`src/hw/lsu_pkg.sv`:
```
`default_nettype none

package lsu_pkg;

    localparam int XLEN        = 32;
    localparam int TAG_W       = 4;
    localparam int IMM_W       = 12;
    localparam int LSB_DEPTH   = 8;
    localparam int IDX_W       = 3;
    localparam int MEM_WORDS   = 256;
    localparam int MEM_IDX_W   = $clog2(MEM_WORDS);
    localparam int MEM_LATENCY = 2;

    typedef enum logic [3:0] {
        OP_NONE = 4'd0,
        LB,
        LH,
        LW,
        LBU,
        LHU,
        SB,
        SH,
        SW
    } lsu_op_e;

    typedef enum logic [1:0] {
        BYTE,
        HALF,
        WORD
    } access_size_e;

    // renamed op as it leaves the dispatcher
    typedef struct packed {
        lsu_op_e              op;
        logic [TAG_W-1:0]     dest_tag;
        logic [IMM_W-1:0]     imm;
        logic [TAG_W-1:0]     rs1_tag;
        logic [XLEN-1:0]      rs1_data;
        logic [TAG_W-1:0]     rs2_tag;
        logic [XLEN-1:0]      rs2_data;
    } dispatch_t;

    typedef struct packed {
        logic                 is_store;
        access_size_e         size;
        logic                 is_unsigned;
        logic [TAG_W-1:0]     dest_tag;
        logic [IMM_W-1:0]     imm;
        logic                 rs1_ready;
        logic [TAG_W-1:0]     rs1_tag;
        logic [XLEN-1:0]      rs1_data;
        logic                 rs2_ready;
        logic [TAG_W-1:0]     rs2_tag;
        logic [XLEN-1:0]      rs2_data;
    } lsb_entry_t;

    typedef struct packed {
        logic                 valid;
        logic [TAG_W-1:0]     tag;
        logic [XLEN-1:0]      data;
    } cdb_t;

    // tag rides along so the result stage can broadcast it
    typedef struct packed {
        logic                 valid;
        logic                 is_store;
        access_size_e         size;
        logic                 is_unsigned;
        logic [IDX_W-1:0]     idx;
        logic [TAG_W-1:0]     tag;
        logic [XLEN-1:0]      addr;
        logic [XLEN-1:0]      wdata;
    } mem_req_t;

    typedef struct packed {
        logic                 valid;
        logic [IDX_W-1:0]     idx;
        logic [TAG_W-1:0]     tag;
        access_size_e         size;
        logic                 is_unsigned;
        logic [XLEN-1:0]      raw;
        logic [1:0]           lo;
    } mem_resp_t;

endpackage

`default_nettype wire

```
`src/hw/load_store_buffer.sv`:
```
`default_nettype none

module load_store_buffer import lsu_pkg::*; (
    input  logic             clk,
    input  logic             reset,
    input  lsb_entry_t       decoded,
    input  logic             decoded_valid,
    input  cdb_t             ex_cdb,
    input  cdb_t             load_cdb,
    input  logic             commit_valid,
    input  logic [TAG_W-1:0] commit_tag,
    input  logic             resp_done,
    input  logic [IDX_W-1:0] resp_idx,
    output mem_req_t         mem_req,
    output logic             credit_return
);

    lsb_entry_t             ent [LSB_DEPTH];
    logic [LSB_DEPTH-1:0]   occupied;
    logic [LSB_DEPTH-1:0]   issued;
    logic [LSB_DEPTH-1:0]   committed;
    logic [LSB_DEPTH-1:0]   commit_hit;

    lsb_entry_t             incoming;
    logic [IDX_W-1:0]       alloc_idx;
    logic                   st_found;
    logic [IDX_W-1:0]       st_idx;
    logic                   ld_found;
    logic [IDX_W-1:0]       ld_idx;
    logic [IDX_W-1:0]       sel_idx;
    mem_req_t               issue_req;

    logic [1:0]             free_cnt;
    logic [IDX_W:0]         credit_pend;
    logic [IDX_W:0]         credit_total;

    // returns {ready, data} after looking at both broadcasts
    function automatic logic [XLEN:0] wake(logic rdy, logic [TAG_W-1:0] tag,
                                           logic [XLEN-1:0] data, cdb_t a, cdb_t b);
        if (!rdy && a.valid && a.tag == tag) begin
            return {1'b1, a.data};
        end
        if (!rdy && b.valid && b.tag == tag) begin
            return {1'b1, b.data};
        end
        return {rdy, data};
    endfunction

    // dispatch also catches a broadcast from the same cycle
    always_comb begin
        incoming = decoded;
        {incoming.rs1_ready, incoming.rs1_data} =
            wake(decoded.rs1_ready, decoded.rs1_tag, decoded.rs1_data, ex_cdb, load_cdb);
        {incoming.rs2_ready, incoming.rs2_data} =
            wake(decoded.rs2_ready, decoded.rs2_tag, decoded.rs2_data, ex_cdb, load_cdb);
    end

    always_comb begin
        alloc_idx = '0;
        st_found  = 1'b0;
        st_idx    = '0;
        ld_found  = 1'b0;
        ld_idx    = '0;
        for (int i = LSB_DEPTH - 1; i >= 0; i--) begin
            if (!occupied[i]) begin
                alloc_idx = IDX_W'(i);
            end
        end
        for (int i = 0; i < LSB_DEPTH; i++) begin
            commit_hit[i] = commit_valid && occupied[i] && ent[i].is_store &&
                            !committed[i] && ent[i].dest_tag == commit_tag;
            if (!st_found && occupied[i] && committed[i] && ent[i].is_store &&
                ent[i].rs1_ready && ent[i].rs2_ready) begin
                st_found = 1'b1;
                st_idx   = IDX_W'(i);
            end
            if (!ld_found && occupied[i] && !issued[i] && !ent[i].is_store &&
                ent[i].rs1_ready) begin
                ld_found = 1'b1;
                ld_idx   = IDX_W'(i);
            end
        end
    end

    // committed stores win over loads
    assign sel_idx = st_found ? st_idx : ld_idx;

    always_comb begin
        issue_req.valid       = st_found || ld_found;
        issue_req.is_store    = ent[sel_idx].is_store;
        issue_req.size        = ent[sel_idx].size;
        issue_req.is_unsigned = ent[sel_idx].is_unsigned;
        issue_req.idx         = sel_idx;
        issue_req.tag         = ent[sel_idx].dest_tag;
        issue_req.addr        = ent[sel_idx].rs1_data +
                                {{(XLEN-IMM_W){ent[sel_idx].imm[IMM_W-1]}}, ent[sel_idx].imm};
        issue_req.wdata       = ent[sel_idx].rs2_data;
    end

    always_ff @(posedge clk) begin
        mem_req <= issue_req;
        if (reset) begin
            mem_req.valid <= 1'b0;
        end
    end

    // entry payload, operands keep snooping while they wait
    always_ff @(posedge clk) begin
        for (int i = 0; i < LSB_DEPTH; i++) begin
            {ent[i].rs1_ready, ent[i].rs1_data} <=
                wake(ent[i].rs1_ready, ent[i].rs1_tag, ent[i].rs1_data, ex_cdb, load_cdb);
            {ent[i].rs2_ready, ent[i].rs2_data} <=
                wake(ent[i].rs2_ready, ent[i].rs2_tag, ent[i].rs2_data, ex_cdb, load_cdb);
        end
        if (decoded_valid) begin
            ent[alloc_idx] <= incoming;
        end
    end

    always_ff @(posedge clk) begin
        if (reset) begin
            occupied  <= '0;
            issued    <= '0;
            committed <= '0;
        end else begin
            committed <= committed | commit_hit;
            if (st_found) begin
                occupied[st_idx] <= 1'b0;
            end else if (ld_found) begin
                issued[ld_idx] <= 1'b1;
            end
            // loads leave once their data is back
            if (resp_done) begin
                occupied[resp_idx] <= 1'b0;
                issued[resp_idx]   <= 1'b0;
            end
            if (decoded_valid) begin
                occupied[alloc_idx]  <= 1'b1;
                issued[alloc_idx]    <= 1'b0;
                committed[alloc_idx] <= 1'b0;
            end
        end
    end

    // up to two frees per cycle, returned one pulse at a time
    assign free_cnt     = {1'b0, st_found} + {1'b0, resp_done};
    assign credit_total = credit_pend + (IDX_W+1)'(free_cnt);

    always_ff @(posedge clk) begin
        if (reset) begin
            credit_pend   <= '0;
            credit_return <= 1'b0;
        end else if (credit_total != '0) begin
            credit_pend   <= credit_total - 1'b1;
            credit_return <= 1'b1;
        end else begin
            credit_return <= 1'b0;
        end
    end

    a_no_overflow: assert property (@(posedge clk) disable iff (reset)
        decoded_valid |-> !(&occupied))
        else $error("dispatch while every entry is taken");

    a_commit_unique: assert property (@(posedge clk) disable iff (reset)
        commit_valid |-> $onehot(commit_hit))
        else $error("commit tag %0d does not name one waiting store", commit_tag);

    a_resp_is_load: assert property (@(posedge clk) disable iff (reset)
        resp_done |-> occupied[resp_idx] && issued[resp_idx] && !ent[resp_idx].is_store)
        else $error("response for entry %0d which holds no issued load", resp_idx);

endmodule

`default_nettype wire

```
`config.mk`:
```
export PLATFORM = sky130hd
export DESIGN_NAME = load_store_buffer
export DESIGN_NICKNAME = d
export VERILOG_FILES = /design/src/hw/lsu_pkg.sv /design/src/hw/load_store_buffer.sv
export SDC_FILE = /design/constraint.sdc
export NUM_CORES = 2
export LEC_CHECK = 0
export BUFFER_PORTS_ARGS = -buffer_cell sky130_fd_sc_hd__buf_2
export CAP_MARGIN = 10
export CORE_ASPECT_RATIO = 0.7
export CORE_MARGIN = 4
export CORE_UTILIZATION = 35
export DETAILED_ROUTE_END_ITERATION = 12
export SETUP_SLACK_MARGIN = 0.4
export SYNTH_ARGS = -nofsm -noshare
export SYNTH_HDL_FRONTEND = slang
export SYNTH_SLANG_ARGS = --single-unit
export TNS_END_PERCENT = 1
```
`constraint.sdc`:
```
create_clock -name clk -period 13.3 [get_ports clk]
set_input_delay 0.665 -clock clk [delete_from_list [all_inputs] [get_ports clk]]
set_output_delay 0.665 -clock clk [all_outputs]
set_load 0.03 [all_outputs]
```
==> qor.csv <==
metric;value;unit
fill count;13250;
largest net degree at the start of global routing;190;
num rows;112;
number of flops mapped to enable cells by yosys;224;
CTS tree;built;
fmax;123.8;MHz
clk sinks;857;
Area contributors post-synth;dfxtp_1, edfxtp_1, mux2i_1;
Syn Area/Cell;8.521;um^2
chip height;314.1;um
Clock Skew;0.03972;ns
worst slew pin tran;1.188;ns
final hold violations;0;
Worst EP arrival;8.62;ns
post-route DRC violation count;0;
Layout area overhead;10.93;%
WP data required;13.84;ns
Final GP Congestion;0.8698;
dpl ws;5.483;ns
All-Layer GR Usage;0.2484;
DR pass1 iterations;6;
post-synth net total;5708;
nets;5533;
commonest non-fill, non-tap cells in the layout;nand2_1, dfxtp_1, mux2i_1, o21ai_0, o211ai_1;
mapped cell area;46850;um^2
drt wl/cell;25.13;um
initial antenna violation count;26;
Max-slew headroom;0.2083;
clk_lat worst skew;0.71;ns
RSZ-0062 raised after global routing;no;
final worst-path cycle share;0.6074;
Slew Limit Fails;0;
TritonCTS buffer count;93;
DIE AREA;139900;um^2
# setup viols final;0;
Power Total;9281;uW
sequential share of the synthesized area;0.4141;
Most used DFF post-synth;dfxtp_1;
Post-synth ARST share;0;
dpl hpwl;105.3;mm
P_leak;0.02251;uW
Yosys top cell by area;dfxtp_1;
gr ovfl total;0;
CP Launch Type;register;
vias;42600;
first-pass GRT wire length;265.9;mm
hold_buf cts;0;
Max Cap Viol;0;
Worst Hold Class;input pin to register;
VDD IR-drop max;0.0001289;V
final worst path period need;8.078;ns
Routed WL;180.6;mm
Total Negative Setup Slacks;0;ns
CTS Buffer Depth;3;
Crit Path Class;register to register;
R2R setup slack;5.22;ns
vias in the first global route;39480;
Core Util, Final;0.3904;
Setup crit end kind;register;
Synth top area share;0.2705;
r2r worst-path depth;25;
gate count of the mapped netlist;5498;
crit-path max FO;122;
Ys Warns;0;
post-cts resize count;0;
post-CTS setup repair buffer count;0;
status;finished, final reports clean;
Initial Util;0.3519;
sequential cell area;19400;um^2
Ports;257;
share of cells above drive strength 1;0.1098;
multi-input logic area;25120;um^2
Core Region;133100;um^2
Port Buffer Count;256;
clock root buffer;clkbuf_16;
most common cell after layout, fill and taps aside;nand2_1;
Netlist cell types;80;
drt first-iter violations;5267;
power per cell area;178.6;nW/um^2
H-Tree Depth;3;
clk slew on worst S/H paths;0.06;ns
WHS Path Cells;1;
Die W;445.3;um
Synth Register Bits;857;
vias per std cell;5.928;
Final Worst Setup Slack;5.222;ns
Routed Antenna Nets;0;
-- state kept, by name, indices dropped and copies added, names as in the netlist --
register	flops
committed	8
credit_pend	4
credit_return	1
ent	752
mem_req	76
issued	8
occupied	8
-- critical path, stage by stage, from the launching register on --
cell	delay, ns
edfxtp_1	0.45
and4bb_2	0.39
nor2b_1	0.07
a21oi_1	0.36
o21bai_4	0.08
buf_4	0.36
inv_8	0.66
buf_4	0.58
buf_4	0.88
nand2_1	0.13
and3_1	0.22
a311oi_1	0.32
a31o_2	0.23
ha_1	0.28
inv_1	0.06
o21ai_0	0.10
a21oi_1	0.24
o21bai_1	0.10
a21o_1	0.21
a21oi_1	0.16
nor2b_1	0.08
o41ai_1	0.75
o31ai_2	0.28
a31oi_1	0.32
o21ai_0	0.17
xor2_1	0.19
-- power breakdown --
group	leakage, uW	total [uW]	internal (uW)	switching (uW)
Sequential	0.00736	3920	3490	429
Combinational	0.0136	2650	1190	1460
Clock	0.00153	2710	1550	1160
-- layer usage --
layer | vias up | wire length (um) | GRT usage
met2 | 2123 | 77740 | 0.3772
met5 | - | 41 | 0
met4 | 6 | 7480 | 0.1023
met1 | 20690 | 80250 | 0.3520
met3 | 356 | 15070 | 0.03850
li1 | 19430 | - | -
-- layout make-up --
type / instances / share of cell area
Sequential cell: 857 / 0.3733
Antenna cell: 18 / 0.0008667
Tap cell: 1767 / 0.04254
Inverter: 67 / 0.005080
Clock inverter: 37 / 0.008427
Clock buffer: 137 / 0.05167
Multi-Input combinational cell: 3983 / 0.4834
Timing Repair Buffer: 321 / 0.03477
-- synthesized netlist by cell type (63+ instances only) --
| cell | instances |
|---|---|
| a311oi_1 | 71 |
| a31o_2 | 70 |
| and3_1 | 87 |
| buf_1 | 68 |
| clkbuf_1 | 516 |
| dfxtp_1 | 633 |
| edfxtp_1 | 224 |
| inv_1 | 63 |
| mux2i_1 | 622 |
| nand2_1 | 1233 |
| nand3_1 | 206 |
| o211ai_1 | 516 |
| o21ai_0 | 553 |
| o21ai_1 | 64 |
| xnor2_1 | 104 |
-- kinds of logic (layout without fill, tap and decap cells) --
kind of cell / after synthesis / count (layout) / share of synthesized area
simple gates: 1717 / 1717 / 0.1580
compound gates: 1443 / 1443 / 0.1997
flops: 857 / 857 / 0.4141
buf+inv: 658 / 562 / 0.05309
mux: 630 / 630 / 0.1363
xor+xnor: 161 / 161 / 0.03010
fa+ha+maj: 32 / 32 / 0.008760
other cells: 0 / 18 / 0
-- stage by stage --
stage | hold slack [ns] | area, um^2 | instances
floorplan | 0.4602 | 46850 | 5498
global placement | 0.4756 | 48800 | 6995
detailed placement | 0.4769 | 48800 | 6995
CTS | 0.1896 | 51920 | 7169
global route | 0.2173 | 51950 | 7180
finish | 0.2386 | 51970 | 7187
-- path summary, 6_finish.rpt --
kind	start	to
max reg2reg	ent[187]	mem_req[61]
max	ent[187]	mem_req[61]
min reg2reg	committed[3]	committed[3]
min	decoded[92]	ent[92]
Power figures use the tool's default switching activity.
