<file path="src/hw/lsu_pkg.sv">
`default_nettype none

package lsu_pkg;

    localparam int XLEN        = 32;
    localparam int TAG_W       = 4;
    localparam int IMM_W       = 12;
    localparam int LSB_DEPTH   = 8;
    localparam int IDX_W       = 3;
    localparam int MEM_WORDS   = 256;
    localparam int MEM_IDX_W   = $clog2(MEM_WORDS);
    localparam int MEM_LATENCY = 2;

    typedef enum logic [3:0] {
        OP_NONE = 4'd0,
        LB,
        LH,
        LW,
        LBU,
        LHU,
        SB,
        SH,
        SW
    } lsu_op_e;

    typedef enum logic [1:0] {
        BYTE,
        HALF,
        WORD
    } access_size_e;

    // renamed op as it leaves the dispatcher
    typedef struct packed {
        lsu_op_e              op;
        logic [TAG_W-1:0]     dest_tag;
        logic [IMM_W-1:0]     imm;
        logic [TAG_W-1:0]     rs1_tag;
        logic [XLEN-1:0]      rs1_data;
        logic [TAG_W-1:0]     rs2_tag;
        logic [XLEN-1:0]      rs2_data;
    } dispatch_t;

    typedef struct packed {
        logic                 is_store;
        access_size_e         size;
        logic                 is_unsigned;
        logic [TAG_W-1:0]     dest_tag;
        logic [IMM_W-1:0]     imm;
        logic                 rs1_ready;
        logic [TAG_W-1:0]     rs1_tag;
        logic [XLEN-1:0]      rs1_data;
        logic                 rs2_ready;
        logic [TAG_W-1:0]     rs2_tag;
        logic [XLEN-1:0]      rs2_data;
    } lsb_entry_t;

    typedef struct packed {
        logic                 valid;
        logic [TAG_W-1:0]     tag;
        logic [XLEN-1:0]      data;
    } cdb_t;

    // tag rides along so the result stage can broadcast it
    typedef struct packed {
        logic                 valid;
        logic                 is_store;
        access_size_e         size;
        logic                 is_unsigned;
        logic [IDX_W-1:0]     idx;
        logic [TAG_W-1:0]     tag;
        logic [XLEN-1:0]      addr;
        logic [XLEN-1:0]      wdata;
    } mem_req_t;

    typedef struct packed {
        logic                 valid;
        logic [IDX_W-1:0]     idx;
        logic [TAG_W-1:0]     tag;
        access_size_e         size;
        logic                 is_unsigned;
        logic [XLEN-1:0]      raw;
        logic [1:0]           lo;
    } mem_resp_t;

endpackage

`default_nettype wire

</file>
<file path="src/hw/load_result_align.sv">
`default_nettype none

module load_result_align import lsu_pkg::*; (
    input  logic             clk,
    input  logic             reset,
    input  mem_resp_t        mem_resp,
    output cdb_t             load_cdb,
    output logic             resp_done,
    output logic [IDX_W-1:0] resp_idx
);

    logic [XLEN-1:0] shifted;
    logic [XLEN-1:0] ext_data;

    // bring the addressed lane down to bit 0
    assign shifted = mem_resp.raw >> {mem_resp.lo, 3'b000};

    always_comb begin
        case (mem_resp.size)
            BYTE: begin
                if (mem_resp.is_unsigned) begin
                    ext_data = {{(XLEN-8){1'b0}}, shifted[7:0]};
                end else begin
                    ext_data = {{(XLEN-8){shifted[7]}}, shifted[7:0]};
                end
            end
            HALF: begin
                if (mem_resp.is_unsigned) begin
                    ext_data = {{(XLEN-16){1'b0}}, shifted[15:0]};
                end else begin
                    ext_data = {{(XLEN-16){shifted[15]}}, shifted[15:0]};
                end
            end
            default: ext_data = mem_resp.raw;
        endcase
    end

    always_ff @(posedge clk) begin
        load_cdb.valid <= mem_resp.valid;
        load_cdb.tag   <= mem_resp.tag;
        load_cdb.data  <= ext_data;
        if (reset) begin
            load_cdb.valid <= 1'b0;
        end
    end

    // entry can be freed as soon as its data is captured
    assign resp_done = mem_resp.valid;
    assign resp_idx  = mem_resp.idx;

endmodule

`default_nettype wire

</file>
<file path="config.mk">
export PLATFORM = sky130hd
export DESIGN_NAME = load_result_align
export DESIGN_NICKNAME = d
export VERILOG_FILES = /design/src/hw/lsu_pkg.sv /design/src/hw/load_result_align.sv
export SDC_FILE = /design/constraint.sdc
export NUM_CORES = 1
export LEC_CHECK = 0
export ABC_CLOCK_PERIOD_IN_PS = 2100
export BUFFER_PORTS_ARGS = -buffer_cell sky130_fd_sc_hd__clkbuf_2
export CAP_MARGIN = 25
export CORE_UTILIZATION = 43
export CTS_CLUSTER_DIAMETER = 80
export DETAILED_ROUTE_END_ITERATION = 8
export PLACE_DENSITY = 0.81
export SLEW_MARGIN = 20
export SYNTH_ARGS = -nofsm -noshare
export SYNTH_HDL_FRONTEND = slang
export SYNTH_SLANG_ARGS = --single-unit
</file>
<file path="constraint.sdc">
create_clock -name clk -period 2.1 [get_ports clk]
set_clock_uncertainty 0.15 [all_clocks]
set_input_delay 0.21 -clock clk [delete_from_list [all_inputs] [get_ports clk]]
set_output_delay 0.21 -clock clk [all_outputs]
set_load 0.05 [all_outputs]
</file>
==> results.yml, run 1 <==
final_layout:
  largest_reg_flops: 37
  diodes: 0
  fin_cells: 317
  areaGrowthSynthToFinish_pct: 58.9
  fin_nets: 317
  largest_register: "load_cdb"
  drive_above_1_share_pct: 35.8
  reg.largest.list: "load_cdb (37)"
  design_area_um2: 2410
routing:
  routed_wl_um: 4420
  dr.first_iter.drc_count: 93
  wire_per_inst_um: 13.9
  drc_errors: 0
  first_pass_iters: 4
  ant_nets: 0
  num_vias: 1564
  drt-vias-per-instance: 4.93
synth:
  async_reset_ff_share_pct: 0
  ys_types: 25
  synth_mux_area_share_pct: 6.84
  ys_warn_count: 0
  synth_edf_count: 0
  synth_area_leaders: "dfxtp_1 49%, nand2_1 6.9%, mux2i_1 4.6%"
  synthAdderAreaFrac_pct: 0
  ys_ff_latch: 37
  postSynthAreaPerCell_um2: 9.79
  synth.net_count: 202
  synthTopCellsByCount: "37 x dfxtp_1, 28 x nand2_1, 10 x clkbuf_1, 10 x o21ai_1"
  synth_top_cell_area_share_pct: 48.8
  yosys.area_share.xor_xnor_pct: 0
  synth-main-ff-cell: "dfxtp_1"
  synth_compound_gate_area_share_pct: 24.8
  syn_inst: 155
  synth_top_family_by_area: "compound AO/OA/AOI/OAI gates"
  synthSimpleGateAreaFrac_pct: 12.6
  netlist_area_um2: 1520
  yosysMostFrequentCell: "dfxtp_1"
  yosys.area.top_type: "dfxtp_1"
  ys_seq_area_share_pct: 48.8
grt:
  grt_max_degree: 20
  grtUsageTotal_pct: 25.0
  antenna_found_initial: 0
  grt_overflow: 0
  grt_pass1_vias: 1559
  grt_pass1_wl_um: 6730
critical_path:
  arrival_ns: 2.06
  path_max_fanout: 16
  cp-end-kind: "register"
  critPathLaunchType: "input pin"
  cp_data_required_time_ns: 2.16
  cp_num_buf_inv: 3
  slowest_delay_ns: 0.55
  slowest_stage: "dlygate4sd3_1"
  path_cells: "dlygate4sd3_1 -> clkbuf_2 -> mux4_2 -> a221oi_4 -> buf_4 -> o21ai_0"
  path_depth: 6
  critPathTopFamily: "buffers and inverters"
  criticalPathCategory: "input pin to register"
cts:
  cts_root_buf: "clkbuf_4"
  cts_tree: "done"
  cts_resized: 0
  clkSinkCount: 37
  cts-buffers-inserted: 5
  cts_buffer_depth: 2
  h-tree-depth: 2
  clk_pin_slew_ns: 0.11
placement:
  pre_cts_slack_ns: 0.257
  io_buffers: 81
  dpl.cell_count: 271
  hpwl_um: 2790
  finalWeightedCongestion: 0.782
  placed_cell_area_um2: 1930
timing:
  finalCritPeriodShare_pct: 95.4
  drv_slew: 0
  max_freq_mhz: 499
  period_minus_slack_ns: 2.00
  fin_tns_setup_ns: 0
  worst_pin_slew_ns: 0.554
  worst_slack_ns: 0.0970
  maxSlewHeadroom_pct: 63.0
  hold_violations: 0
  setup_viol: 0
  rsz0062_at_grt: "false"
floorplan:
  die-area_um2: 3770
  rows: 21
  core_area_um2: 3360
  ios: 88
  die_w_um: 61.4
  initial_utilization_pct: 45.1
  die-height_um: 61.4
worst_hold_path:
  hp-class: "input pin to register"
  hold_depth: 4
outcome:
  status: "completed"
pwr:
  totalPowerFinal_uw: 1930
  p_leak_uw: 0.00120
  power.density_nw_per_um2: 801
  ir_drop_uv: 478
run:
  drv_cap: 0
[logic make-up after synthesis]
| family | Yosys count |
|---|---|
| AND/OR/NAND/NOR | 40 |
| flip-flops | 37 |
| buffers and inverters | 20 |
| AO/OA/AOI/OAI | 49 |
| multiplexers | 9 |
[layout by cell type (no fill, tap or decap), types with 2 or more instances in the layout]
cell type	instances
o211a_1	7
a22o_1	6
nand3b_1	7
clkbuf_4	5
dfxtp_1	37
o31ai_1	7
a2bb2oi_1	2
inv_1	3
buf_4	5
bufinv_16	2
nor2b_1	3
clkbuf_2	81
o2bb2ai_1	6
o21ai_1	10
o21ai_0	7
dlygate4sd3_1	38
nand2_1	28
mux2i_1	7
[where the power goes]
group | leakage [uW] | internal (uW) | switching [uW]
combinational | 0.000838 | 183 | 370
clock | 0.0000552 | 369 | 229
sequential | 0.000311 | 763 | 16.9
[layer usage]
layer,wire [um],vias up,part of all wire [%],global-route usage [%]
li1,-,783,-,-
met1,1800,687,41,27.7
met2,2140,80,48,43.2
met3,343,14,7.8,7.56
met4,142,0,3.2,13.3
met5,0,-,0,0
[area by class of cell]
class                           count  area (um^2)
Multi-Input combinational cell     98          672
Clock inverter                      3         65.1
Inverter                            4         15.0
Tap cell                           46         57.6
Clock buffer                        5         37.5
Sequential cell                    37          741
Timing Repair Buffer              124          823
Fill cell                         268          952
[final timing paths]
| path | slack, ns | to | start |
|---|---|---|---|
| worst min-delay path | 0.05 | load_cdb[15]$_DFF_P_ | mem_resp[34] |
| worst max-delay path | 0.1 | load_cdb[18]$_DFF_P_ | mem_resp[17] |
[metrics by stage]
stage / hold slack, ns / utilization (%)
6_report: 0.0508 / 71.7
5_1_grt: 0.0571 / 71.7
4_1_cts: 0.0385 / 71.7
3_5_place_dp: 0.165 / 57.3
3_3_place_gp: 0.164 / 57.3
2_1_floorplan: 0.0877 / -
[what timing repair did]
| action | CTS | global route |
|---|---|---|
| endpoints found under the hold margin | 37 | 0 |
| hold buffers | 38 | 0 |
| endpoints found under the setup margin | 0 | 0 |
| setup buffers | 0 | 0 |
Power figures use the tool's default switching activity.
==> inputs of run 2 (changes only) <==
SETUP_SLACK_MARGIN = 0.2   (was not set)
==> results.yml, run 2 (same netlist as run 1, synthesis figures left out) <==
outcome:
  status: "completed"
final_layout:
  design_area_um2: 2410
  layout_common_cells: "81 x clkbuf_2, 38 x dlygate4sd3_1, 37 x dfxtp_1, 28 x nand2_1, 10 x o21ai_1"
  reg.largest.list: "load_cdb (37)"
  drive_above_1_share_pct: 35.8
  diodes: 0
  largest_register: "load_cdb"
  fin_cells: 317
  fillers: 271
  largest_reg_flops: 37
  fin_nets: 317
  multi_input_area_um2: 672
  areaGrowthSynthToFinish_pct: 58.9
  regArea_um2: 741
  final_common_cell: "clkbuf_2"
cts:
  cts-buffers-inserted: 5
  cts_resized: 0
  h-tree-depth: 2
  cts_root_buf: "clkbuf_4"
  cts_tree: "done"
  cts_buffer_depth: 2
  clkSinkCount: 37
  clk_pin_slew_ns: 0.11
worst_hold_path:
  hp-class: "input pin to register"
  min_from: "mem_resp[34]"
floorplan:
  die-height_um: 61.4
  initial_utilization_pct: 45.1
  ios: 88
  core_area_um2: 3360
  die_w_um: 61.4
  die-area_um2: 3770
  rows: 21
pwr:
  totalPowerFinal_uw: 1930
  p_leak_uw: 0.00120
  power.density_nw_per_um2: 800
  ir_drop_uv: 476
critical_path:
  endpoint: "load_cdb[18]$_DFF_P_"
  crit_start: "mem_resp[1]"
  crit_top_cell: "buf_4"
  slowest_delay_ns: 0.40
  path_max_fanout: 18
  criticalPathCategory: "input pin to register"
  cp-end-kind: "register"
  arrival_ns: 1.55
  slowest_stage: "mux2_2"
  path_cells: "clkbuf_2 -> buf_4 -> mux2_2 -> a221oi_4 -> buf_4 -> o21ai_0"
  critPathLaunchType: "input pin"
  cp_data_required_time_ns: 2.16
placement:
  placed_cell_area_um2: 1930
  io_buffers: 81
  finalWeightedCongestion: 0.782
  hpwl_um: 2790
  dpl.cell_count: 271
timing:
  max_freq_mhz: 671
  finalCritPeriodShare_pct: 71.0
  drv_slew: 0
  worst_pin_slew_ns: 0.540
  rsz0062_at_grt: "false"
  period_minus_slack_ns: 1.49
  hold_slack_ns: 0.0486
  hold_violations: 0
  setup_viol: 0
  fin_tns_setup_ns: 0
  maxSlewHeadroom_pct: 63.9
routing:
  dr.first_iter.drc_count: 70
  drt-vias-per-instance: 5.06
  drc_errors: 0
  wire_per_inst_um: 13.9
  ant_nets: 0
  routed_wl_um: 4410
  num_vias: 1605
  first_pass_iters: 4
grt:
  grt_max_degree: 20
  grt_overflow: 0
  grt_pass1_vias: 1560
  antenna_found_initial: 0
  grt_pass1_wl_um: 6760
  grtUsageTotal_pct: 25.2
run:
  drv_cap: 0
==> run 2: area by class of cell <==
class,instances,share of cell area [%]
Timing Repair Buffer,124,34.1
Sequential cell,37,30.7
Multi-Input combinational cell,98,27.9
Clock inverter,3,2.70
Tap cell,46,2.39
Clock buffer,5,1.56
Inverter,4,0.623
==> run 2: report_power, final <==
part,total [uW],internal [uW],switching [uW],leakage [uW]
combinational,553,183,370,0.000838
clock,596,369,227,0.0000552
sequential,780,763,16.9,0.000311
total,1930,1310,614,0.00120
==> run 2: critical path: cells and delay by family <==
kind,cells,cell delay (ns)
compound gates,2,0.35
buf+inv,3,0.58
mux,1,0.40
==> run 2: metal layers <==
layer | vias up | track usage, % | share of wire (%)
met5 | - | 0 | 0
met4 | 0 | 14.0 | 3.5
met3 | 16 | 7.77 | 8.1
met2 | 88 | 42.9 | 49
met1 | 715 | 27.9 | 40
li1 | 786 | - | -
==> run 2: timing repair <==
item | 4_1_cts | 5_1_grt
setup buffers | 0 | 0
hold endpoints to repair | 37 | 0
setup endpoints to repair | 0 | 0
hold buffers | 38 | 0
==> run 2: worst min-delay path by stage <==
| stage | to | slack [ns] | cells after the start |
|---|---|---|---|
| 2_1_floorplan | load_cdb[32]$_DFF_P_ | 0.09 | 0 |
| 5_1_grt | load_cdb[15]$_DFF_P_ | 0.05 | 4 |
| 3_5_place_dp | load_cdb[34]$_DFF_P_ | 0.17 | 1 |
| 6_report | load_cdb[15]$_DFF_P_ | 0.05 | 4 |
| 3_3_place_gp | load_cdb[33]$_DFF_P_ | 0.16 | 1 |
| 4_1_cts | load_cdb[15]$_DFF_P_ | 0.04 | 4 |
==> run 2: metrics by stage <==
| step | util [%] | worst slack, ns |
|---|---|---|
| after floorplan | - | 0.333 |
| after global placement | 57.3 | 0.287 |
| after detailed placement | 57.3 | 0.257 |
| after CTS | 71.7 | 0.623 |
| after global routing | 71.7 | 0.496 |
| final | 71.7 | 0.609 |
