### src/hw/lsu_pkg.sv
`default_nettype none

package lsu_pkg;

    localparam int XLEN        = 32;
    localparam int TAG_W       = 4;
    localparam int IMM_W       = 12;
    localparam int LSB_DEPTH   = 8;
    localparam int IDX_W       = 3;
    localparam int MEM_WORDS   = 256;
    localparam int MEM_IDX_W   = $clog2(MEM_WORDS);
    localparam int MEM_LATENCY = 2;

    typedef enum logic [3:0] {
        OP_NONE = 4'd0,
        LB,
        LH,
        LW,
        LBU,
        LHU,
        SB,
        SH,
        SW
    } lsu_op_e;

    typedef enum logic [1:0] {
        BYTE,
        HALF,
        WORD
    } access_size_e;

    // renamed op as it leaves the dispatcher
    typedef struct packed {
        lsu_op_e              op;
        logic [TAG_W-1:0]     dest_tag;
        logic [IMM_W-1:0]     imm;
        logic [TAG_W-1:0]     rs1_tag;
        logic [XLEN-1:0]      rs1_data;
        logic [TAG_W-1:0]     rs2_tag;
        logic [XLEN-1:0]      rs2_data;
    } dispatch_t;

    typedef struct packed {
        logic                 is_store;
        access_size_e         size;
        logic                 is_unsigned;
        logic [TAG_W-1:0]     dest_tag;
        logic [IMM_W-1:0]     imm;
        logic                 rs1_ready;
        logic [TAG_W-1:0]     rs1_tag;
        logic [XLEN-1:0]      rs1_data;
        logic                 rs2_ready;
        logic [TAG_W-1:0]     rs2_tag;
        logic [XLEN-1:0]      rs2_data;
    } lsb_entry_t;

    typedef struct packed {
        logic                 valid;
        logic [TAG_W-1:0]     tag;
        logic [XLEN-1:0]      data;
    } cdb_t;

    // tag rides along so the result stage can broadcast it
    typedef struct packed {
        logic                 valid;
        logic                 is_store;
        access_size_e         size;
        logic                 is_unsigned;
        logic [IDX_W-1:0]     idx;
        logic [TAG_W-1:0]     tag;
        logic [XLEN-1:0]      addr;
        logic [XLEN-1:0]      wdata;
    } mem_req_t;

    typedef struct packed {
        logic                 valid;
        logic [IDX_W-1:0]     idx;
        logic [TAG_W-1:0]     tag;
        access_size_e         size;
        logic                 is_unsigned;
        logic [XLEN-1:0]      raw;
        logic [1:0]           lo;
    } mem_resp_t;

endpackage

`default_nettype wire

### src/hw/lsu_dispatch_decode.sv
`default_nettype none

module lsu_dispatch_decode import lsu_pkg::*; (
    input  dispatch_t  dispatch,
    input  logic       dispatch_valid,
    output lsb_entry_t decoded,
    output logic       decoded_valid
);

    logic is_mem;

    always_comb begin
        is_mem              = 1'b1;
        decoded.is_store    = 1'b0;
        decoded.size        = WORD;
        decoded.is_unsigned = 1'b0;

        case (dispatch.op)
            LB:  decoded.size = BYTE;
            LH:  decoded.size = HALF;
            LW:  decoded.size = WORD;
            LBU: begin
                decoded.size        = BYTE;
                decoded.is_unsigned = 1'b1;
            end
            LHU: begin
                decoded.size        = HALF;
                decoded.is_unsigned = 1'b1;
            end
            SB: begin
                decoded.is_store = 1'b1;
                decoded.size     = BYTE;
            end
            SH: begin
                decoded.is_store = 1'b1;
                decoded.size     = HALF;
            end
            SW: begin
                decoded.is_store = 1'b1;
                decoded.size     = WORD;
            end
            // OP_NONE and anything else never reaches the buffer
            default: is_mem = 1'b0;
        endcase

        decoded.dest_tag  = dispatch.dest_tag;
        decoded.imm       = dispatch.imm;
        // tag 0 means the value came with the dispatch
        decoded.rs1_ready = (dispatch.rs1_tag == '0);
        decoded.rs1_tag   = dispatch.rs1_tag;
        decoded.rs1_data  = dispatch.rs1_data;
        decoded.rs2_ready = (dispatch.rs2_tag == '0);
        decoded.rs2_tag   = dispatch.rs2_tag;
        decoded.rs2_data  = dispatch.rs2_data;
    end

    assign decoded_valid = dispatch_valid && is_mem;

endmodule

`default_nettype wire

### config.mk
export PLATFORM = sky130hd
export DESIGN_NAME = lsu_dispatch_decode
export DESIGN_NICKNAME = d
export VERILOG_FILES = /design/src/hw/lsu_pkg.sv /design/src/hw/lsu_dispatch_decode.sv
export SDC_FILE = /design/constraint.sdc
export NUM_CORES = 1
export LEC_CHECK = 0
export ABC_AREA = 0
export BUFFER_PORTS_ARGS = -buffer_cell sky130_fd_sc_hd__buf_2
export CAP_MARGIN = 40
export CORE_AREA = 2 2 73 75
export DETAILED_ROUTE_END_ITERATION = 10
export DIE_AREA = 0 0 75 77
export PLACE_DENSITY_LB_ADDON = 0.2
export SLEW_MARGIN = 20
export SYNTH_ARGS = -nofsm -noshare
export SYNTH_HDL_FRONTEND = slang
export SYNTH_SLANG_ARGS = --single-unit
### constraint.sdc
create_clock -name vclk -period 1.2
set_input_delay 0.24 -clock vclk [all_inputs]
set_output_delay 0.24 -clock vclk [all_outputs]
set_load 0.01 [all_outputs]
==> flow_summary.ini, run 1 <==
[pwr]
p_int_mw = 0.05921
pwr-share-comb_pct = 100.0
p_sw_mw = 0.05052
peakVddDrop_mv = 0.04436
swShare_pct = 46.04
p_leak_nw = 0.1781
p_clk_share_pct = 0
p_seq_share_pct = 0
power.density_nw_per_um2 = 287.5

[run_status]
status = finished, violations left
violations = negative setup slack

[grt]
grt_pass1_vias = 363
antenna_found_initial = 0
grt_pass1_wl_um = 1897
grt_max_degree = 7
gr-total-overflow = 0
grt_usage_pct = 4.169

[drt]
wl_um = 1414
vias = 346
initialDrtViolationCount = 5
first_pass_iters = 4
vias_per_cell = 2.983
postRouteAntennaNets = 0
drc = 0
wl_per_cell_um = 12.19

[placed_design]
numPortBuffers = 28
place_inst = 116
hpwl_um = 1218
gp_congestion = 0.6815

[cells_and_area]
final_cell_mix = 25 x buf_2, 5 x buf_4, 2 x nand2_1, 2 x nor4_1
syn_to_final_growth_pct = -49.59
flops_and_latches = 0
regArea_um2 = 0
fillers = 594
drive_gt1_share_pct = 78.26
final_common_cell = buf_2
final_nets = 141
diodes = 0
nClkBuffers = 0
multi_input_area_um2 = 105.1
instances_no_fill = 116

[floorplanning]
floorplan.die.height_um = 77
start_util_pct = 15.21
io-pin-count = 188
core_um2 = 4977
die_w_um = 75
rows = 26
dieArea_um2 = 5775

[yosys]
synth.distinct_cells = 13
synthesis.area_um2 = 757.0
syn_area_per_cell_um2 = 7.421
yosysWarnings = 0
synth_largest_area_cell = buf_4
syn_inst = 102
ys_seq_area_share_pct = 0
synth_top_area_share_pct = 87.27
synth_nets = 195
synth_area_leaders = buf_4 87%, nor4_1 1.7%, a22o_2 1.3%

[sta]
fin_ws_ps = -12.38
slew-limit-headroom_pct = 84.93
slew_violations = 0
worst_pin_slew_ps = 223.9
min_period_ps = 1212
fin_tns_setup_ps = -23.51
period_share_pct = 101.0
rsz0062_at_grt = true
holdWs_ps = 480.0
setup_violations = 2
fmax_mhz = 824.8
hold_violations = 0

[worst_setup_path]
start_kind = input pin
required_ps = 960
endpoint_kind = primary output
cp.arrival_ps = 970
cp_max_fo = 4
critPathKind = input pin to primary output

[worst_hold_path]
hold_depth = 0
holdPathEnd = decoded[39]
hold_start = dispatch[38]
hold_class = input pin to primary output

[flow_run]
maxCapViolCount = 0

[clocking]
hold_buffers = 0
post_cts_buffers = 0
## worst max-delay path, stage by stage
cell,delay [ps]
buf_8,100
or3b_1,380
a21oi_2,120
buf_2,140
## per-layer routing
| layer | GRT usage [%] | vias to the layer above | share of wire (%) |
|---|---|---|---|
| met2 | 6.667 | 65 | 41 |
| met1 | 1.330 | 131 | 18 |
| li1 | - | 118 | - |
| met4 | 5.893 | 0 | 14 |
| met3 | 4.468 | 32 | 27 |
| met5 | 0 | - | 0 |
## cell usage after synthesis
| cell type | n |
|---|---|
| mux2i_1 | 1 |
| o21bai_1 | 1 |
| and2b_2 | 1 |
| buf_4 | 88 |
| or3b_1 | 1 |
| nor2b_1 | 1 |
| nand2_1 | 2 |
| xor2_1 | 1 |
| a21oi_1 | 1 |
| a22o_2 | 1 |
| nor3_1 | 1 |
| nor4_1 | 2 |
| nand2b_1 | 1 |
## area by class of cell
type               instances  share of cell area [%]
multi-input cells         14                   27.54
well taps                 70                   22.95
repair buffers            32                   49.51
## how the worst max path moves through the flow
stage / slack, ps / start / end / cells after the start
floorplan: 120 / dispatch[88] / decoded[91] / 2
global placement: -60 / dispatch[89] / decoded_valid / 4
detailed placement: -80 / dispatch[89] / decoded_valid / 4
CTS: -30 / dispatch[90] / decoded[91] / 4
global route: -40 / dispatch[89] / decoded_valid / 4
finish: -10 / dispatch[90] / decoded[91] / 4
## through the flow
step	power (mW)	setup WS [ps]	cell area [um^2]	utilization, %
global route	0.1233	-44.66	381.6	7.667
floorplan	0.3271	124.7	757.0	-
CTS	0.1080	-27.48	374.1	7.516
finish	0.1097	-12.38	381.6	7.667
detailed placement	0.1011	-79.46	354.1	7.114
global placement	0.1028	-64.33	354.1	7.114
## power groups by stage
stage / combinational (mW) / clock [mW] / sequential [mW]
6_report: 0.110 / 0 / 0
5_1_grt: 0.123 / 0 / 0
4_1_cts: 0.108 / 0 / 0
3_5_place_dp: 0.101 / 0 / 0
3_3_place_gp: 0.103 / 0 / 0
2_1_floorplan: 0.327 / 0 / 0
## cells by family after synthesis
group,after synthesis,synth area share [%]
AO/OA/AOI/OAI,3,2.975
AND/OR/NAND/NOR,9,7.274
buffers and inverters,88,87.27
XOR/XNOR,1,1.157
multiplexers,1,1.322
## what timing repair did
item / in CTS / in global routing
endpoints found under the setup margin: 2 / 2
endpoints found under the hold margin: 0 / 0
pin swaps: 2 / 0
resized for setup: 6 / 2
Note: power is estimated with default switching activity, not from simulation.
==> run 2: changes to the inputs <==
Settings changed: ABC_CLOCK_PERIOD_IN_PS set to 1040.
Clock period 1.2 ns to 1.04 ns, I/O delays scaled along.
==> run 2 against run 1 <==
  * The run still ends with negative setup slack left
  * Via count is 0.29% higher
  * Sequential share of layout area stayed put
  * Routed wire length is 1.2% higher
  * Power is 21% higher
  * Core utilization is 0.30 points higher
  * First-iteration DRC count stayed put
  * Cell count stayed put
  * Critical path depth stayed put
  * Hold slack worse by 64 ps
  * Global-route usage hardly changed
  * Final area is 3.9% higher
  * Setup slack worse by 96 ps
==> flow_summary.ini, run 2 (synthesis gave the netlist of run 1 again) <==
[flow_run]
maxCapViolCount = 0

[drt]
drc = 0
vias_per_cell = 2.991
initialDrtViolationCount = 5
postRouteAntennaNets = 0
vias = 347
wl_per_cell_um = 12.34
wl_um = 1431
first_pass_iters = 4

[grt]
gr-total-overflow = 0
grt_pass1_vias = 360
grt_usage_pct = 4.143
grt_pass1_wl_um = 1869
grt_max_degree = 7
antenna_found_initial = 0

[cells_and_area]
nClkBuffers = 0
diodes = 0
syn_to_final_growth_pct = -47.60
flops_and_latches = 0
final_nets = 141
final_common_cell = buf_2
regArea_um2 = 0
drive_gt1_share_pct = 78.26
final_cell_mix = 25 x buf_2, 3 x buf_6
fillers = 590

[placed_design]
gp_congestion = 0.6815
place_ws_ps = -175.5
numPortBuffers = 28
hpwl_um = 1218

[sta]
slew-limit-headroom_pct = 86.24
rsz0062_at_grt = true
hold_violations = 0
fin_ws_ps = -108.5
period_share_pct = 110.4
fin_tns_setup_ps = -188.3
slew_violations = 0
fmax_mhz = 870.7
setup_violations = 2
worst_pin_slew_ps = 204.5
min_period_ps = 1148

[floorplanning]
start_util_pct = 15.21
dieArea_um2 = 5775
floorplan.die.height_um = 77
core_um2 = 4977
io-pin-count = 188
die_w_um = 75
rows = 26

[pwr]
peakVddDrop_mv = 0.04776
p_leak_nw = 0.1832
power.total_mw = 0.1333
power.density_nw_per_um2 = 336.0

[run_status]
status = finished, violations left
violations = negative setup slack

[worst_setup_path]
cp.arrival_ps = 940
critPathKind = input pin to primary output
start_kind = input pin
cp_max_fo = 4
required_ps = 830
endpoint_kind = primary output

[clocking]
hold_buffers = 0
post_cts_buffers = 0

[worst_hold_path]
hold_class = input pin to primary output
[run 2: cell types whose count changed in the layout (fill, tap and decap cells not counted)]
cell / previous run / this run
buf_8: 1 / 2
buf_4: 5 / 2
buf_6: 1 / 3
[run 2: worst paths after layout]
path | start | endpoint | depth (start not counted)
hold / removal | dispatch[38] | decoded[39] | 0
setup / recovery | dispatch[90] | decoded[91] | 4
[run 2: routing by layer]
| metal | GRT usage [%] | part of all wire, % | up-vias |
|---|---|---|---|
| met5 | 0 | 0 | - |
| met4 | 5.893 | 14 | 0 |
| met3 | 4.468 | 27 | 32 |
| met2 | 6.667 | 41 | 65 |
| met1 | 1.252 | 18 | 133 |
| li1 | - | - | 117 |
[run 2: area by class of cell]
| cell class | count | area [um^2] | area share [%] |
|---|---|---|---|
| timing repair buffer | 32 | 203.9 | 51.42 |
| tap | 70 | 87.58 | 22.08 |
| multi-input combinational | 14 | 105.1 | 26.50 |
[run 2: critical path, stage by stage]
cell and delay [ps]:
buf_8 100, or3b_1 380, a21oi_2 120, buf_2 140
[run 2: repair_timing]
| action | in CTS | in global routing |
|---|---|---|
| endpoints found under the setup margin | 4 | 4 |
| pin swaps | 4 | 2 |
| gates resized for setup | 9 | 3 |
[run 2: power by group]
group	internal [mW]	leakage (nW)	switching (mW)
combinational	0.0736	0.183	0.0597
sequential	0	0	0
clock	0	0	0
[run 2: metrics by stage]
| step | std cells | hold WS, ps | instance area (um^2) | util, % |
|---|---|---|---|---|
| finish | 116 | 416.0 | 396.6 | 7.969 |
| global route | 116 | 416.0 | 396.6 | 7.969 |
| CTS | 116 | 416.1 | 385.4 | 7.743 |
| detailed placement | 116 | 416.1 | 354.1 | 7.114 |
| global placement | 116 | 416.1 | 354.1 | 7.114 |
| floorplan | 102 | 460.1 | 757.0 | - |
==> run 3: changes to the inputs <==
Settings changed: ABC_CLOCK_PERIOD_IN_PS 1040 to 1140, CORE_AREA 2 2 73 75 to 2 2 72 74, DIE_AREA 0 0 75 77 to 0 0 74 76.
Clock period 1.04 ns to 1.14 ns, I/O delays scaled along.
==> run 3 against run 2 <==
  * The run still ends with negative setup slack left
  * Via count increased by 7.8%
  * Critical path type unchanged
  * Combinational power down 15%
  * Non-clock buffer count shrank 1
  * Sequential share of layout area unchanged
==> flow_summary.ini, run 3 (synthesis gave the netlist of run 1 again) <==
[run_status]
status = finished, violations left
violations = negative setup slack

[sta]
slew-limit-headroom_pct = 85.29
period_share_pct = 104.7
setup_violations = 1
fin_ws_ps = -54.15
slew_violations = 0
hold_violations = 0
min_period_ps = 1194
worst_pin_slew_ps = 218.6
fmax_mhz = 837.4
holdWs_ps = 456.0
rsz0062_at_grt = true

[pwr]
p_int_mw = 0.06250
power.density_nw_per_um2 = 296.7
p_leak_nw = 0.1758
p_sw_mw = 0.05074
p_seq_share_pct = 0
pwr-share-comb_pct = 100.0
peakVddDrop_mv = 0.09413
p_clk_share_pct = 0
swShare_pct = 44.81

[cells_and_area]
drive_gt1_share_pct = 77.78
fillers = 583
final_common_cell = buf_2
final_cell_mix = 25 x buf_2, 3 x buf_6, 2 x nand2_1, 2 x nor4_1, 2 x buf_4
final_util_pct = 7.769
flops_and_latches = 0
nClkBuffers = 0
diodes = 0
syn_to_final_growth_pct = -49.59
final_nets = 140
regArea_um2 = 0

[worst_setup_path]
crit_chain = buf_8 -> or3b_1 -> a21oi_2 -> buf_2
start_kind = input pin
critPathKind = input pin to primary output
cpMaxStageDelayCell = or3b_1
required_ps = 910
slowest_delay_ps = 380
critPathLaunch = dispatch[90]
cp_num_buf_inv = 2
critical-path-top-delay-family = simple AND/OR/NAND/NOR gates
endpoint_kind = primary output
cp_max_fo = 4
crit_cells = 4
cp.arrival_ps = 970
cp-endpoint = decoded[91]

[drt]
postRouteAntennaNets = 0
vias = 374
first_pass_iters = 2
vias_per_cell = 3.252
wl_per_cell_um = 14.52
initialDrtViolationCount = 10
drc = 0
wl_um = 1670

[grt]
gr-usage-met2_pct = 6.875
grt_max_degree = 7
grt_pass1_vias = 340
globalRoute.busiestLayer = met4
grt_usage_pct = 4.820
grt_use_met1_pct = 1.359
grt_pass1_wl_um = 2083
gr-total-overflow = 0
antenna_found_initial = 0
use_met3_pct = 5.556

[floorplanning]
core_um2 = 4912
floorplan.die.height_um = 76
rows = 26
die_w_um = 74
io-pin-count = 188
start_util_pct = 15.41
dieArea_um2 = 5624

[placed_design]
gp_congestion = 0.5754
hpwl_um = 1470
numPortBuffers = 28

[clocking]
hold_buffers = 0
post_cts_buffers = 0

[worst_hold_path]
hold_depth = 0
hold_class = input pin to primary output

[flow_run]
maxCapViolCount = 0
[run 3: cell count changes in the layout (fill, tap and decap cells not counted), sizes merged]
cell	previous run	this run
buf	32	31
[run 3: metrics by stage]
step | std cells | setup slack, ps | instance area [um^2] | power [mW] | TNS (ps)
final | 115 | -54.15 | 381.6 | 0.1132 | -54.15
after global routing | 115 | -74.78 | 381.6 | 0.1239 | -133.2
after CTS | 115 | -61.31 | 367.9 | 0.1102 | -90.85
after floorplan | 102 | 88.67 | 757.0 | 0.3443 | 0
after detailed placement | 115 | -107.6 | 346.6 | 0.1028 | -261.1
after global placement | 115 | -93.27 | 346.6 | 0.1022 | -235.1
[run 3: metal layers]
| metal | vias up | part of all wire, % | routed length (um) |
|---|---|---|---|
| met4 | 0 | 17 | 278 |
| met2 | 78 | 37 | 623 |
| met5 | - | 0 | 0 |
| li1 | 116 | - | - |
| met1 | 138 | 13 | 221 |
| met3 | 42 | 33 | 547 |
[run 3: area by class of cell]
type / instances / area [um^2] / area share [%]
repair buffers: 31 / 188.9 / 49.51
multi-input cells: 14 / 105.1 / 27.54
well taps: 70 / 87.58 / 22.95
[run 3: how the worst min path moves through the flow]
stage             endpoint         start
2_1_floorplan  decoded[91]  dispatch[91]
3_3_place_gp   decoded[54]  dispatch[53]
3_5_place_dp   decoded[54]  dispatch[53]
4_1_cts        decoded[54]  dispatch[53]
5_1_grt        decoded[58]  dispatch[57]
6_report       decoded[24]  dispatch[24]
[run 3: power by group through the flow]
stage	combinational (mW)	clock [mW]	sequential, mW
after CTS	0.110	0	0
after global routing	0.124	0	0
final	0.113	0	0
after global placement	0.102	0	0
after detailed placement	0.103	0	0
after floorplan	0.344	0	0
[run 3: repair_timing]
item | CTS | global route
pin swaps | 2 | 1
resized for setup | 6 | 4
setup endpoints to repair | 3 | 4
